**config.mk**
```make
export PLATFORM = sky130hd
export DESIGN_NAME = row_consumer_top
export DESIGN_NICKNAME = d
export VERILOG_FILES = /design/src/consumer_pkg.sv /design/src/channel_pair_merger.sv /design/src/packet_parser.sv /design/src/row_consumer_top.sv /design/src/row_integrity_counter.sv
export VERILOG_INCLUDE_DIRS = /design/src
export SDC_FILE = /design/constraint.sdc
export NUM_CORES = 1
export LEC_CHECK = 0
export BUFFER_PORTS_ARGS = -buffer_cell sky130_fd_sc_hd__buf_2
export CAP_MARGIN = 20
export CORE_MARGIN = 1.5
export CORE_UTILIZATION = 53
export CTS_CLUSTER_SIZE = 8
export DETAILED_ROUTE_END_ITERATION = 8
export GPL_TIMING_DRIVEN = 0
export PLACE_DENSITY_LB_ADDON = 0.15
export REMOVE_ABC_BUFFERS = 1
export SYNTH_ARGS = -nofsm -noshare
export SYNTH_HDL_FRONTEND = slang
export SYNTH_SLANG_ARGS = --single-unit
export TNS_END_PERCENT = 100
```
**constraint.sdc**
```tcl
create_clock -name clk -period 6.5 [get_ports clk]
set_clock_uncertainty 0.15 [all_clocks]
set_input_delay 0.65 -clock clk [delete_from_list [all_inputs] [get_ports clk]]
set_output_delay 0.65 -clock clk [all_outputs]
set_load 0.005 [all_outputs]
```
**src/consumer_consts.svh**
```systemverilog
// ========================================
// Size and pattern constants for the row consumer
// Defaults are small so that simulation stays short
// CONS_LANE_WIDTH must be a multiple of 32
// CONS_ROW_BYTES must divide evenly by the combined beat size
// CONS_UNDERFLOW_TIMEOUT must be less than CONS_SILENT_LIMIT
// ========================================
`ifndef CONSUMER_CONSTS_SVH
`define CONSUMER_CONSTS_SVH

// Bits carried by one channel per beat
`define CONS_LANE_WIDTH 128

// Bytes of row data in one row, header and footer excluded
`define CONS_ROW_BYTES 256

// Idle cycles after which the stream is considered silent
`define CONS_SILENT_LIMIT 200

// Idle cycles after which an underflow is reported
`define CONS_UNDERFLOW_TIMEOUT 50

// XOR masks for the data-integrity pattern (mask 0 is implicitly zero)
`define CONS_PAT_MASK_1 32'hFFFF_FFFF
`define CONS_PAT_MASK_2 32'hAAAA_AAAA
`define CONS_PAT_MASK_3 32'h5555_5555

`endif

```
**src/consumer_pkg.sv**
```systemverilog
// ========================================
// Shared types for the row consumer
// All widths follow the macros in the constants header
// ========================================
package consumer_pkg;

    `include "consumer_consts.svh"

    // One channel's data word
    typedef logic [`CONS_LANE_WIDTH-1:0] lane_t;

    // One bit per channel, bit 0 is channel 0
    typedef logic [1:0] lane_pair_t;
    localparam lane_pair_t NEITHER = 2'd0;
    localparam lane_pair_t CH0     = 2'd1;
    localparam lane_pair_t CH1     = 2'd2;
    localparam lane_pair_t BOTH    = 2'd3;

    // Packet type, carried in the low byte of the channel 1 word
    typedef enum logic [7:0] {
        ROW_DATA     = 8'd0,
        AXI_REQ      = 8'd1,
        TEST_PATTERN = 8'd3
    } pkt_type_t;

    typedef enum logic [1:0] {
        WAIT_PACKET,
        WAIT_ROW_DATA,
        WAIT_ROW_FOOTER,
        TOSS_PACKET
    } parser_state_t;

    typedef logic [95:0] axi_req_t;

    // Bytes in a combined beat (both channels together)
    localparam int BEAT_BYTES     = (2 * `CONS_LANE_WIDTH) / 8;
    localparam int ROW_DATA_BEATS = `CONS_ROW_BYTES / BEAT_BYTES;
    localparam int PAT_WORDS      = `CONS_LANE_WIDTH / 32;

endpackage

```
**src/channel_pair_merger.sv**
```systemverilog
`timescale 1ns/100ps
// ========================================
// Pairs one beat from each input channel into a combined beat
// An early channel is stalled by dropping its tready
// rx_valid is high for one cycle per completed pair
// At most one TUSER-flagged beat is counted per cycle
// ========================================
module channel_pair_merger (
    input  logic                clk,
    input  logic                rst_n,
    input  consumer_pkg::lane_t ch0_tdata,
    input  logic                ch0_tvalid,
    input  logic                ch0_tlast,
    input  logic                ch0_tuser,
    input  consumer_pkg::lane_t ch1_tdata,
    input  logic                ch1_tvalid,
    input  logic                ch1_tlast,
    input  logic                ch1_tuser,
    input  logic                new_dataset,
    output logic                ch0_tready,
    output logic                ch1_tready,
    output consumer_pkg::lane_t rx0_data,
    output consumer_pkg::lane_t rx1_data,
    output logic [1:0]          rx_tlast,
    output logic                rx_valid,
    output logic [31:0]         bad_beats
);
    import consumer_pkg::*;

    lane_pair_t tready_q;   // Per-channel ready, bit 0 is channel 0
    lane_pair_t buf_valid;  // Per-channel buffer holds a beat
    lane_pair_t handshake;  // Per-channel transfer this cycle

    assign handshake  = {ch1_tvalid & tready_q[1], ch0_tvalid & tready_q[0]};
    assign ch0_tready = tready_q[0];
    assign ch1_tready = tready_q[1];
    assign rx_valid   = (buf_valid == BOTH);  // A full pair is ready for the parser

    // ========================================
    // Beat capture
    // ========================================
    always_ff @(posedge clk) begin
        if (handshake[0]) rx0_data <= ch0_tdata;
        if (handshake[1]) rx1_data <= ch1_tdata;
    end

    // Pairing control
    always_ff @(posedge clk) begin
        if (!rst_n) begin
            tready_q  <= BOTH;     // Both channels may send after reset
            buf_valid <= NEITHER;
            rx_tlast  <= 2'b00;
        end else begin
            case (handshake)
                NEITHER: begin
                    // Buffers of channels still waiting for data are empty
                    buf_valid <= buf_valid & ~tready_q;
                    rx_tlast  <= rx_tlast & ~tready_q;
                end
                BOTH: begin
                    rx_tlast  <= {ch1_tlast, ch0_tlast};
                    buf_valid <= BOTH;  // Pair completes in one cycle
                end
                CH0: begin
                    rx_tlast[0] <= ch0_tlast;
                    // Stall channel 0 unless channel 1 is already waiting
                    tready_q    <= {1'b1, ~tready_q[1]};
                    buf_valid   <= {~tready_q[1], 1'b1};
                end
                CH1: begin
                    rx_tlast[1] <= ch1_tlast;
                    // Mirror of the channel 0 case
                    tready_q    <= {~tready_q[0], 1'b1};
                    buf_valid   <= {1'b1, ~tready_q[0]};
                end
            endcase
        end
    end

    // ========================================
    // Bad beat counter
    // ========================================
    always_ff @(posedge clk) begin
        if (!rst_n) begin
            bad_beats <= '0;
        end else if (new_dataset) begin
            bad_beats <= '0;  // Fresh count for each dataset
        end else if ((handshake[0] & ch0_tuser) | (handshake[1] & ch1_tuser)) begin
            bad_beats <= bad_beats + 32'd1;  // Both flagged in one cycle still count once
        end
    end

endmodule

```
**src/packet_parser.sv**
```systemverilog
`timescale 1ns/100ps
// ========================================
// Decodes combined beats into row, request and test-pattern packets
// Packet type is the low byte of the channel 1 word
// Request beats do not reset the silence watchdog
// new_dataset, row_data_beat and row_done are combinational
// ========================================
`include "consumer_consts.svh"

module packet_parser (
    input  logic                   clk,
    input  logic                   rst_n,
    input  consumer_pkg::lane_t    rx1_data,
    input  logic [1:0]             rx_tlast,
    input  logic                   rx_valid,
    input  logic                   row_requestor_active,
    output logic                   new_dataset,
    output logic                   row_data_beat,
    output logic                   row_done,
    output logic                   row_complete,
    output consumer_pkg::axi_req_t axi_req_data,
    output logic                   axi_req_valid,
    output logic                   underflow,
    output logic                   job_complete
);
    import consumer_pkg::*;

    localparam int SIL_W = $clog2(`CONS_SILENT_LIMIT + 1);
    localparam int CNT_W = $clog2(ROW_DATA_BEATS + 1);

    localparam logic [SIL_W-1:0] SILENT_LIMIT      = SIL_W'(`CONS_SILENT_LIMIT);
    localparam logic [SIL_W-1:0] UNDERFLOW_TIMEOUT = SIL_W'(`CONS_UNDERFLOW_TIMEOUT);
    localparam logic [CNT_W-1:0] LAST_DATA_BEAT    = CNT_W'(ROW_DATA_BEATS);

    parser_state_t    state;
    logic [7:0]       pkt_type;
    logic [CNT_W-1:0] beat_cnt;       // Data beat number within the current row
    logic [SIL_W-1:0] silence_cnt;    // Idle cycles, saturating at the limit
    logic             rx_silent;
    logic             silence_clear;  // A consumed beat restarts the watchdog

    assign pkt_type = rx1_data[7:0];

    // ========================================
    // Silence watchdog
    // ========================================
    assign rx_silent   = (silence_cnt == SILENT_LIMIT) && !rx_valid;
    assign new_dataset = (silence_cnt == SILENT_LIMIT) && rx_valid;  // First beat after silence

    // Every beat except a request beat counts as stream activity
    assign silence_clear = rx_valid && !(state == WAIT_PACKET && pkt_type == AXI_REQ);

    always_ff @(posedge clk) begin
        if (!rst_n) begin
            silence_cnt <= SILENT_LIMIT;  // First beat after reset opens a dataset
        end else if (silence_clear) begin
            silence_cnt <= '0;
        end else if (!rx_valid && silence_cnt < SILENT_LIMIT) begin
            silence_cnt <= silence_cnt + 1'b1;
        end
    end

    // Beat classification for the integrity checker
    assign row_data_beat = rx_valid && (state == WAIT_ROW_DATA);
    assign row_done      = rx_valid && ((state == WAIT_ROW_FOOTER) ||
                                        (state == TOSS_PACKET && |rx_tlast));

    // ========================================
    // Packet FSM
    // ========================================
    always_ff @(posedge clk) begin
        if (!rst_n) begin
            state         <= WAIT_PACKET;
            beat_cnt      <= '0;
            row_complete  <= 1'b0;
            axi_req_valid <= 1'b0;
            underflow     <= 1'b0;
            job_complete  <= 1'b0;
        end else begin
            row_complete  <= 1'b0;  // Strobes last one cycle
            axi_req_valid <= 1'b0;
            underflow     <= row_requestor_active && (silence_cnt == UNDERFLOW_TIMEOUT);
            job_complete  <= !row_requestor_active && !rx_valid &&
                             (silence_cnt == SILENT_LIMIT - 1'b1);

            if (rx_valid) begin
                case (state)
                    WAIT_PACKET: begin
                        case (pkt_type)
                            AXI_REQ:  axi_req_valid <= 1'b1;  // Single-beat request
                            ROW_DATA: begin
                                beat_cnt <= CNT_W'(1);
                                state    <= WAIT_ROW_DATA;
                            end
                            TEST_PATTERN: state <= TOSS_PACKET;
                            default:      state <= TOSS_PACKET;  // Unknown types are discarded too
                        endcase
                    end
                    WAIT_ROW_DATA: begin
                        if (beat_cnt == LAST_DATA_BEAT) state <= WAIT_ROW_FOOTER;
                        beat_cnt <= beat_cnt + 1'b1;
                    end
                    WAIT_ROW_FOOTER: begin
                        row_complete <= 1'b1;
                        state        <= WAIT_PACKET;
                    end
                    TOSS_PACKET: begin
                        if (|rx_tlast) state <= WAIT_PACKET;  // Either lane may close the packet
                    end
                endcase
            end

            if (rx_silent) state <= WAIT_PACKET;  // A silent stream always idles the FSM
        end
    end

    // Request payload, valid alongside axi_req_valid
    always_ff @(posedge clk) begin
        if (rx_valid && state == WAIT_PACKET && pkt_type == AXI_REQ) begin
            axi_req_data <= rx1_data[95:0];
        end
    end

endmodule

```
**src/row_consumer_top.sv**
```systemverilog
`timescale 1ns/100ps
// ========================================
// Top level of the two-lane row consumer
// The request strobe has no back-pressure
// Counters clear on the first beat after silence
// ========================================
module row_consumer_top (
    input  logic                   clk,
    input  logic                   rst_n,
    input  consumer_pkg::lane_t    ch0_tdata,
    input  logic                   ch0_tvalid,
    input  logic                   ch0_tlast,
    input  logic                   ch0_tuser,
    output logic                   ch0_tready,
    input  consumer_pkg::lane_t    ch1_tdata,
    input  logic                   ch1_tvalid,
    input  logic                   ch1_tlast,
    input  logic                   ch1_tuser,
    output logic                   ch1_tready,
    input  logic                   row_requestor_active,
    output consumer_pkg::axi_req_t axi_req_data,
    output logic                   axi_req_valid,
    output logic                   row_complete,
    output logic                   underflow,
    output logic                   job_complete,
    output logic [63:0]            rows_rcvd,
    output logic [31:0]            errors,
    output logic [31:0]            bad_beats
);
    import consumer_pkg::*;

    // Combined beat from the merger
    lane_t      rx0_data;
    lane_t      rx1_data;
    logic [1:0] rx_tlast;
    logic       rx_valid;

    // Parser classification
    logic new_dataset;
    logic row_data_beat;
    logic row_done;

    channel_pair_merger merger_inst (
        .clk         (clk),
        .rst_n       (rst_n),
        .ch0_tdata   (ch0_tdata),
        .ch0_tvalid  (ch0_tvalid),
        .ch0_tlast   (ch0_tlast),
        .ch0_tuser   (ch0_tuser),
        .ch1_tdata   (ch1_tdata),
        .ch1_tvalid  (ch1_tvalid),
        .ch1_tlast   (ch1_tlast),
        .ch1_tuser   (ch1_tuser),
        .new_dataset (new_dataset),
        .ch0_tready  (ch0_tready),
        .ch1_tready  (ch1_tready),
        .rx0_data    (rx0_data),
        .rx1_data    (rx1_data),
        .rx_tlast    (rx_tlast),
        .rx_valid    (rx_valid),
        .bad_beats   (bad_beats)
    );

    packet_parser parser_inst (
        .clk                  (clk),
        .rst_n                (rst_n),
        .rx1_data             (rx1_data),
        .rx_tlast             (rx_tlast),
        .rx_valid             (rx_valid),
        .row_requestor_active (row_requestor_active),
        .new_dataset          (new_dataset),
        .row_data_beat        (row_data_beat),
        .row_done             (row_done),
        .row_complete         (row_complete),
        .axi_req_data         (axi_req_data),
        .axi_req_valid        (axi_req_valid),
        .underflow            (underflow),
        .job_complete         (job_complete)
    );

    row_integrity_counter checker_inst (
        .clk           (clk),
        .rst_n         (rst_n),
        .rx0_data      (rx0_data),
        .rx1_data      (rx1_data),
        .row_data_beat (row_data_beat),
        .row_done      (row_done),
        .new_dataset   (new_dataset),
        .rows_rcvd     (rows_rcvd),
        .errors        (errors)
    );

endmodule

```
**src/row_integrity_counter.sv**
```systemverilog
`timescale 1ns/100ps
// ========================================
// Counts received rows and malformed row-data beats
// Word k of each lane must equal word 0 XOR mask (k mod 4)
// A bad beat adds one however many words mismatch
// ========================================
`include "consumer_consts.svh"

module row_integrity_counter (
    input  logic                clk,
    input  logic                rst_n,
    input  consumer_pkg::lane_t rx0_data,
    input  consumer_pkg::lane_t rx1_data,
    input  logic                row_data_beat,
    input  logic                row_done,
    input  logic                new_dataset,
    output logic [63:0]         rows_rcvd,
    output logic [31:0]         errors
);
    import consumer_pkg::*;

    localparam logic [31:0] PAT_MASK [4] = '{32'h0, `CONS_PAT_MASK_1,
                                             `CONS_PAT_MASK_2, `CONS_PAT_MASK_3};

    logic beat_bad;

    // True when every word of the lane follows the rotating XOR pattern
    function automatic logic lane_ok(input lane_t data);
        logic ok;
        ok = 1'b1;
        for (int k = 1; k < PAT_WORDS; k++) begin
            if (data[32*k +: 32] != (data[31:0] ^ PAT_MASK[k % 4])) ok = 1'b0;
        end
        return ok;
    endfunction

    assign beat_bad = !(lane_ok(rx0_data) && lane_ok(rx1_data));

    // ========================================
    // Counters
    // ========================================
    always_ff @(posedge clk) begin
        if (!rst_n || new_dataset) begin
            rows_rcvd <= '0;
            errors    <= '0;
        end else begin
            if (row_done) rows_rcvd <= rows_rcvd + 64'd1;  // Footer or end of test pattern
            if (row_data_beat && beat_bad) errors <= errors + 32'd1;
        end
    end

endmodule

```
==> results.sh, run 1 <==
export IMPL_status="complete, no violations"
export IMPL_syn_to_final_growth_pct=26.2
export IMPL_gr_usage_all_layers_pct=27.4
export IMPL_synth_common_cells="edfxtp_1 (352), xor2_1 (166), dfxtp_1 (152)"
export IMPL_ys_ff_latch=504
export IMPL_slew_headroom_pct=34.4
export IMPL_die_h_microns=196
export IMPL_dieArea_sq_um=38500
export IMPL_overflow=0
export IMPL_grt_start_max_net_pins=92
export IMPL_path_clk_slew_ps=50
export IMPL_post_synth_instance_area_sq_um=19800
export IMPL_start_kind="flip-flop"
export IMPL_r2r_start="merger_inst.rx1_data[8]$_DFFE_PP_"
export IMPL_drtIter0Drc=908
export IMPL_synth_top_cell_area_share_pct=53.4
export IMPL_drt_pass1_iterations=5
export IMPL_power_density_nw_per_um2=299
export IMPL_cts_resized=0
export IMPL_hold_class="in -> reg"
export IMPL_cts_buffer_depth=3
export IMPL_hold_path_startpoint="ch0_tdata[117]"
export IMPL_drive_gt1_share_pct=30.5
export IMPL_synth_cell_types=56
export IMPL_cp_slowest_stage_delay_ps=740
export IMPL_postRouteAntennaNets=0
export IMPL_synth_cells=1447
export IMPL_worstSetupEndpointType="flip-flop"
export IMPL_synth_largest_area_cell="edfxtp_1"
export IMPL_async_flop_share_pct=0
export IMPL_hold_path_depth=1
export IMPL_rows=70
export IMPL_antenna_found_initial=21
export IMPL_layout_nets=2266
export IMPL_vias=13700
export IMPL_port_buffers=494
export IMPL_fmax_mhz=262
export IMPL_cp_cell_sequence="xor2_1, nand4_1, nor4_1, nand4_1, nor4_4, buf_6, buf_6, o31ai_1, a21oi_1"
export IMPL_post_place_ws_ps=2810
export IMPL_clk_insertion_delay_late_ps=590
export IMPL_synth_warnings=0
export IMPL_finish_utilization_pct=68.0
export IMPL_ir_drop_uv=214
export IMPL_clkSinkCount=504
export IMPL_n_fill_cell=2690
export IMPL_power_leakage_uw=0.00967
export IMPL_r2r_end="checker_inst.errors[29]$_SDFFE_PP0P_"
export IMPL_critical_path_buf_inv_count=2
export IMPL_multi_input_area_sq_um=5940
export IMPL_hold_viol=0
export IMPL_cts_root_buf="clkbuf_16"
export IMPL_min_to="merger_inst.rx0_data[117]$_DFFE_PP_"
export IMPL_hpwl_microns=38900
export IMPL_grt_pass1_vias=13400
export IMPL_cts_hold_buf=0
export IMPL_core_area_sq_um=36700
export IMPL_ff_latch_area_sq_um=13600
export IMPL_slew_viol_final=0
export IMPL_wl_microns=53000
export IMPL_post_cts_buffers=0
export IMPL_die_w_microns=196
export IMPL_cp_required_ps=6850
export IMPL_io_pins=495
export IMPL_r2r_slack_ps=2690
export IMPL_path_max_fanout=26
export IMPL_yosysMostFrequentCell="edfxtp_1"
export IMPL_grt_pass1_wl_microns=77900
export IMPL_crit_family="simple AND/OR/NAND/NOR gates"
export IMPL_synth_edf_count=352
export IMPL_initial_utilization_pct=53.9
export IMPL_cts_tree="done"
export IMPL_synth_ff_type="edfxtp_1"
export IMPL_routedWlPerCell_microns=21.2
export IMPL_timing_setup_critical_path_class="reg -> reg"
export IMPL_synth_area_leaders="edfxtp_1 (53%), dfxtp_1 (15%), xor2_1 (7.3%)"
export IMPL_cp_arrival_ps=4160
export IMPL_timing_final_crit_period_ps=3810
export IMPL_tightest_slew_ps=982
export IMPL_r2r_cells=9
export IMPL_fin_crit_sh_pct=58.6
export IMPL_route_detailed_drc=0
export IMPL_setup_viol=0
export IMPL_synth_area_per_cell_sq_um=13.7
export IMPL_rsz0062_at_grt="false"
export IMPL_ys_seq_area_share_pct=68.8
export IMPL_cts_buffers=72
export IMPL_vias_per_cell=5.49
export IMPL_worst_slack_ps=2690
export IMPL_globalplace_congestion=0.847
export IMPL_critPathSlowestCell="nor4_4"
export IMPL_hold_slack_ps=87.7
export IMPL_cts_max_level=3
export IMPL_cap_viol_max_count=0
[routing by layer]
| metal | vias to the layer above | GRT usage (%) | part of all wire (%) |
|---|---|---|---|
| li1 | 6441 | - | - |
| met1 | 6586 | 34.3 | 40 |
| met2 | 586 | 44.2 | 48 |
| met3 | 97 | 8.92 | 9.4 |
| met4 | 10 | 10.9 | 2.9 |
| met5 | - | 0 | 0.12 |
[cell usage in the layout, fill, tap and decap left out, drive strengths merged, types with 2 or more instances in the layout]
cell / n
clkbuf: 92
and3b: 13
mux2i: 4
o211ai: 6
ha: 12
o21a: 4
a21oi: 44
edfxtp: 352
nor4bb: 2
o21ai: 22
xor2: 166
nor3: 21
inv: 22
and3: 28
nor2b: 5
and4: 15
a2111oi: 2
or4: 29
nor4: 18
nor2: 119
o31ai: 26
clkinv: 2
diode: 19
a21boi: 2
buf: 506
nand4: 74
nand4b: 3
nand3: 56
xnor2: 89
dfxtp: 152
o22ai: 5
and2: 14
or3: 17
nand2: 69
nor3b: 10
a22oi: 3
[layout make-up]
cell class,instances,share of cell area (%)
Inverter,18,0.311
Clock buffer,92,7.60
Clock inverter,6,0.316
Antenna cell,19,0.190
Tap cell,468,2.34
Timing Repair Buffer,506,10.9
Multi-Input combinational cell,887,23.8
Sequential cell,504,54.5
[logic make-up (layout without fill, tap and decap cells)]
| logic type | count (synthesis) | in the layout | share of synthesized area, % |
|---|---|---|---|
| DFF | 504 | 504 | 68.8 |
| and+or+nand+nor | 499 | 499 | 14.0 |
| xor gates and xnor gates | 255 | 255 | 11.3 |
| AOI/OAI and AO/OA | 117 | 117 | 3.69 |
| buffers and inverters | 56 | 622 | 1.30 |
| adders and majority gates | 12 | 12 | 0.759 |
| muxes | 4 | 4 | 0.202 |
| other | 0 | 19 | 0 |
[flip-flops by register name, indices dropped and copies added (netlist names)]
name,flops
parser_inst.row_complete,1
merger_inst.tready_q,2
parser_inst.silence_cnt,8
parser_inst.state,2
parser_inst.job_complete,1
merger_inst.rx_tlast,2
merger_inst.rx1_data,128
parser_inst.axi_req_valid,1
checker_inst.errors,32
merger_inst.bad_beats,32
parser_inst.beat_cnt,4
merger_inst.rx0_data,128
merger_inst.buf_valid,2
parser_inst.axi_req_data,96
parser_inst.underflow,1
checker_inst.rows_rcvd,64
[per-stage QoR]
stage               instance area (sq um)  TNS [ps]  cells  total power (uW)
floorplan                           19600         0   1409              3980
global placement                    22700   -225290   2371              4180
detailed placement                  22900         0   2383              4190
CTS                                 24900         0   2481              7520
global route                        25000         0   2492              7690
finish                              25000         0   2500              7480
[worst max path at each step]
stage | start | end | slack, ps | cells after the start
6_report | merger_inst.rx1_data[8]$_DFFE_PP_ | checker_inst.errors[29]$_SDFFE_PP0P_ | 2690 | 9
5_1_grt | merger_inst.rx1_data[8]$_DFFE_PP_ | checker_inst.errors[24]$_SDFFE_PP0P_ | 2600 | 9
4_1_cts | merger_inst.rx1_data[8]$_DFFE_PP_ | checker_inst.errors[29]$_SDFFE_PP0P_ | 2800 | 9
3_5_place_dp | merger_inst.rx1_data[8]$_DFFE_PP_ | checker_inst.errors[20]$_SDFFE_PP0P_ | 2810 | 9
3_3_place_gp | merger_inst.rx1_data[6]$_DFFE_PP_ | parser_inst.axi_req_data[1]$_DFFE_PP_ | -2330 | 3
2_1_floorplan | merger_inst.rx1_data[5]$_DFFE_PP_ | parser_inst.axi_req_data[0]$_DFFE_PP_ | 830 | 3
[where the power goes]
| part | switching (uW) | total, uW | internal, uW | leakage, uW |
|---|---|---|---|---|
| logic | 218 | 391 | 173 | 0.00414 |
| clock network | 1320 | 3340 | 2030 | 0.000959 |
| registers | 119 | 3740 | 3620 | 0.00457 |
| total | 1650 | 7480 | 5820 | 0.00967 |
[worst reg2reg max path, delay by kind of cell (launching register included)]
family	cells	cell delay, ps
buf+inv	2	540
flops	1	480
xor+xnor	1	400
simple gates	4	1890
compound gates	2	270
Note: power is estimated with default switching activity, not from simulation.
==> inputs of run 2 (changes only) <==
--- a/config.mk
+++ b/config.mk
@@ -9,7 +9,7 @@
 export BUFFER_PORTS_ARGS = -buffer_cell sky130_fd_sc_hd__buf_2
 export CAP_MARGIN = 20
 export CORE_MARGIN = 1.5
-export CORE_UTILIZATION = 53
+export CORE_UTILIZATION = 48
 export CTS_CLUSTER_SIZE = 8
 export DETAILED_ROUTE_END_ITERATION = 8
 export GPL_TIMING_DRIVEN = 0
==> constraint.sdc (replaced) <==
create_clock -name clk -period 3.45 [get_ports clk]
set_clock_uncertainty 0.15 [all_clocks]
set_input_delay 0.345 -clock clk [delete_from_list [all_inputs] [get_ports clk]]
set_output_delay 0.345 -clock clk [all_outputs]
set_load 0.005 [all_outputs]
==> run 2 against run 1 <==
Effect of this change: total power rose by 94%; sequential share of layout area fell by 5.5 points; core utilization rose by 0.098 points; clock power rose by 93%; global-route usage barely moved; sequential power rose by 89%; final area rose by 11%; routed wire length rose by 11%; first-iteration DRC count rose by 18%.
==> results.sh, run 2 (synthesized netlist as in run 1, its figures left out) <==
export IMPL_status="complete, no violations"
export IMPL_power_density_nw_per_um2=523
export IMPL_cts_tree="done"
export IMPL_cp_arrival_ps=3610
export IMPL_power_leakage_uw=0.0108
export IMPL_wl_microns=58600
export IMPL_cts_buffers=73
export IMPL_worstSetupEndpointType="flip-flop"
export IMPL_io_pins=495
export IMPL_drt_pass1_iterations=5
export IMPL_cts_max_level=3
export IMPL_slew_viol_final=0
export IMPL_total_power_uw=14500
export IMPL_overflow=0
export IMPL_syn_to_final_growth_pct=40.3
export IMPL_cts_root_buf="clkbuf_16"
export IMPL_hpwl_microns=39500
export IMPL_fmax_mhz=309
export IMPL_port_buffers=494
export IMPL_path_max_fanout=25
export IMPL_tightest_slew_ps=838
export IMPL_drtIter0Drc=1069
export IMPL_switching_share_pct=22.5
export IMPL_globalplace_congestion=0.861
export IMPL_mostFrequentLayoutCell="buf_2"
export IMPL_path_clk_slew_ps=50
export IMPL_initial_utilization_pct=48.6
export IMPL_vias=14900
export IMPL_slew_headroom_pct=44.0
export IMPL_grt_pass1_wl_microns=86100
export IMPL_intPower_uw=11200
export IMPL_hold_class="in -> reg"
export IMPL_clkSinkCount=504
export IMPL_route_detailed_drc=0
export IMPL_clkPwrFrac_pct=44.5
export IMPL_timing_final_crit_period_ps=3230
export IMPL_hold_slack_ps=124
export IMPL_drive_gt1_share_pct=27.3
export IMPL_grt_start_max_net_pins=77
export IMPL_gr_usage_all_layers_pct=27.3
export IMPL_setup_viol=0
export IMPL_die_w_microns=206
export IMPL_start_kind="flip-flop"
export IMPL_cp_required_ps=3820
export IMPL_fin_tns_setup_ps=0
export IMPL_rsz0062_at_grt="false"
export IMPL_p_switching_uw=3270
export IMPL_antenna_found_initial=3
export IMPL_vias_per_cell=5.28
export IMPL_routedWlPerCell_microns=20.8
export IMPL_layout_nets=2533
export IMPL_placed_cell_area_sq_um=23100
export IMPL_clk_insertion_delay_late_ps=600
export IMPL_rows=74
export IMPL_final_cell_area_sq_um=27800
export IMPL_cts_buffer_depth=3
export IMPL_core_area_sq_um=40700
export IMPL_stdcell_count=2814
export IMPL_grt_pass1_vias=14800
export IMPL_timing_setup_critical_path_class="reg -> reg"
export IMPL_reg_top3="merger_inst.rx0_data (128), merger_inst.rx1_data (128), parser_inst.axi_req_data (96)"
export IMPL_mostFrequentLayoutCells="buf_2 (494), edfxtp_1 (352), dlygate4sd3_1 (262)"
export IMPL_fin_crit_sh_pct=93.8
export IMPL_dieArea_sq_um=42500
export IMPL_p_comb_share_pct=6.9
export IMPL_die_h_microns=206
export IMPL_ir_drop_uv=576
export IMPL_postRouteAntennaNets=0
export IMPL_place_inst=2450
export IMPL_hold_viol=0
export IMPL_seq_power_share_pct=48.6
export IMPL_cap_viol_max_count=0
-- run 2: cell types whose count changed in the layout (fill, tap and decap cells not counted), sizes merged --
cell,delta
dlygate4sd3,+262
inv,-1
diode,-16
clkinv,+1
buf,+4
-- run 2: path summary, 6_finish.rpt --
| check | end | cells after the start | start | slack [ps] |
|---|---|---|---|---|
| worst max-delay path | checker_inst.errors[14]$_SDFFE_PP0P_ | 10 | merger_inst.rx1_data[8]$_DFFE_PP_ | 220 |
| worst min-delay path | merger_inst.bad_beats[1]$_SDFFE_PP0P_ | 4 | ch0_tuser | 120 |
| worst max register to register | checker_inst.errors[14]$_SDFFE_PP0P_ | 10 | merger_inst.rx1_data[8]$_DFFE_PP_ | 220 |
| worst min register to register | parser_inst.axi_req_data[79]$_DFFE_PP_ | 0 | merger_inst.rx1_data[79]$_DFFE_PP_ | 310 |
-- run 2: power by group through the flow --
stage	Combinational, uW	Clock (uW)	Sequential (uW)
after CTS	984	6540	7050
after detailed placement	728	0	7160
after global placement	676	0	7200
after global routing	1090	6820	7080
final	1000	6460	7060
after floorplan	387	0	7100
-- run 2: stage by stage --
| step | setup slack [ps] | util [%] |
|---|---|---|
| 6_report | 215 | 68.1 |
| 5_1_grt | 46.2 | 68.1 |
| 4_1_cts | 19.0 | 68.1 |
| 3_5_place_dp | -400 | 56.6 |
| 3_3_place_gp | -5540 | 55.8 |
| 2_1_floorplan | -2220 | - |
-- run 2: layer usage --
| metal | wire length [microns] | GRT usage [%] | vias to the layer above |
|---|---|---|---|
| li1 | - | - | 6949 |
| met1 | 23700 | 34.8 | 7172 |
| met2 | 28500 | 45.1 | 635 |
| met3 | 4710 | 7.10 | 113 |
| met4 | 1670 | 9.81 | 0 |
| met5 | 0 | 0 | - |
-- run 2: cell type report --
type	instances	area, sq um
flip-flops and latches	504	13600
fillers	2893	13000
multi-input cells	887	5970
repair buffers	772	5410
clock buffers	92	1940
well taps	532	666
clock inverters	6	81.3
inverters	18	77.6
diodes	3	7.51
-- run 2: worst max-delay path: stages (launching register included) --
cell	delay (ps)
edfxtp_1	500
xor2_1	380
nand4_1	230
nor4_2	480
nand4_1	300
nor4_4	330
buf_8	230
buf_6	170
buf_6	160
o31ai_1	90
a21oi_1	150
-- run 2: timing repair --
item / in CTS / in global routing
endpoints found under the hold margin: 265 / 0
setup buffers: 1 / 0
gates resized for setup: 0 / 4
pin swaps: 1 / 0
hold buffers: 262 / 0
endpoints found under the setup margin: 26 / 8
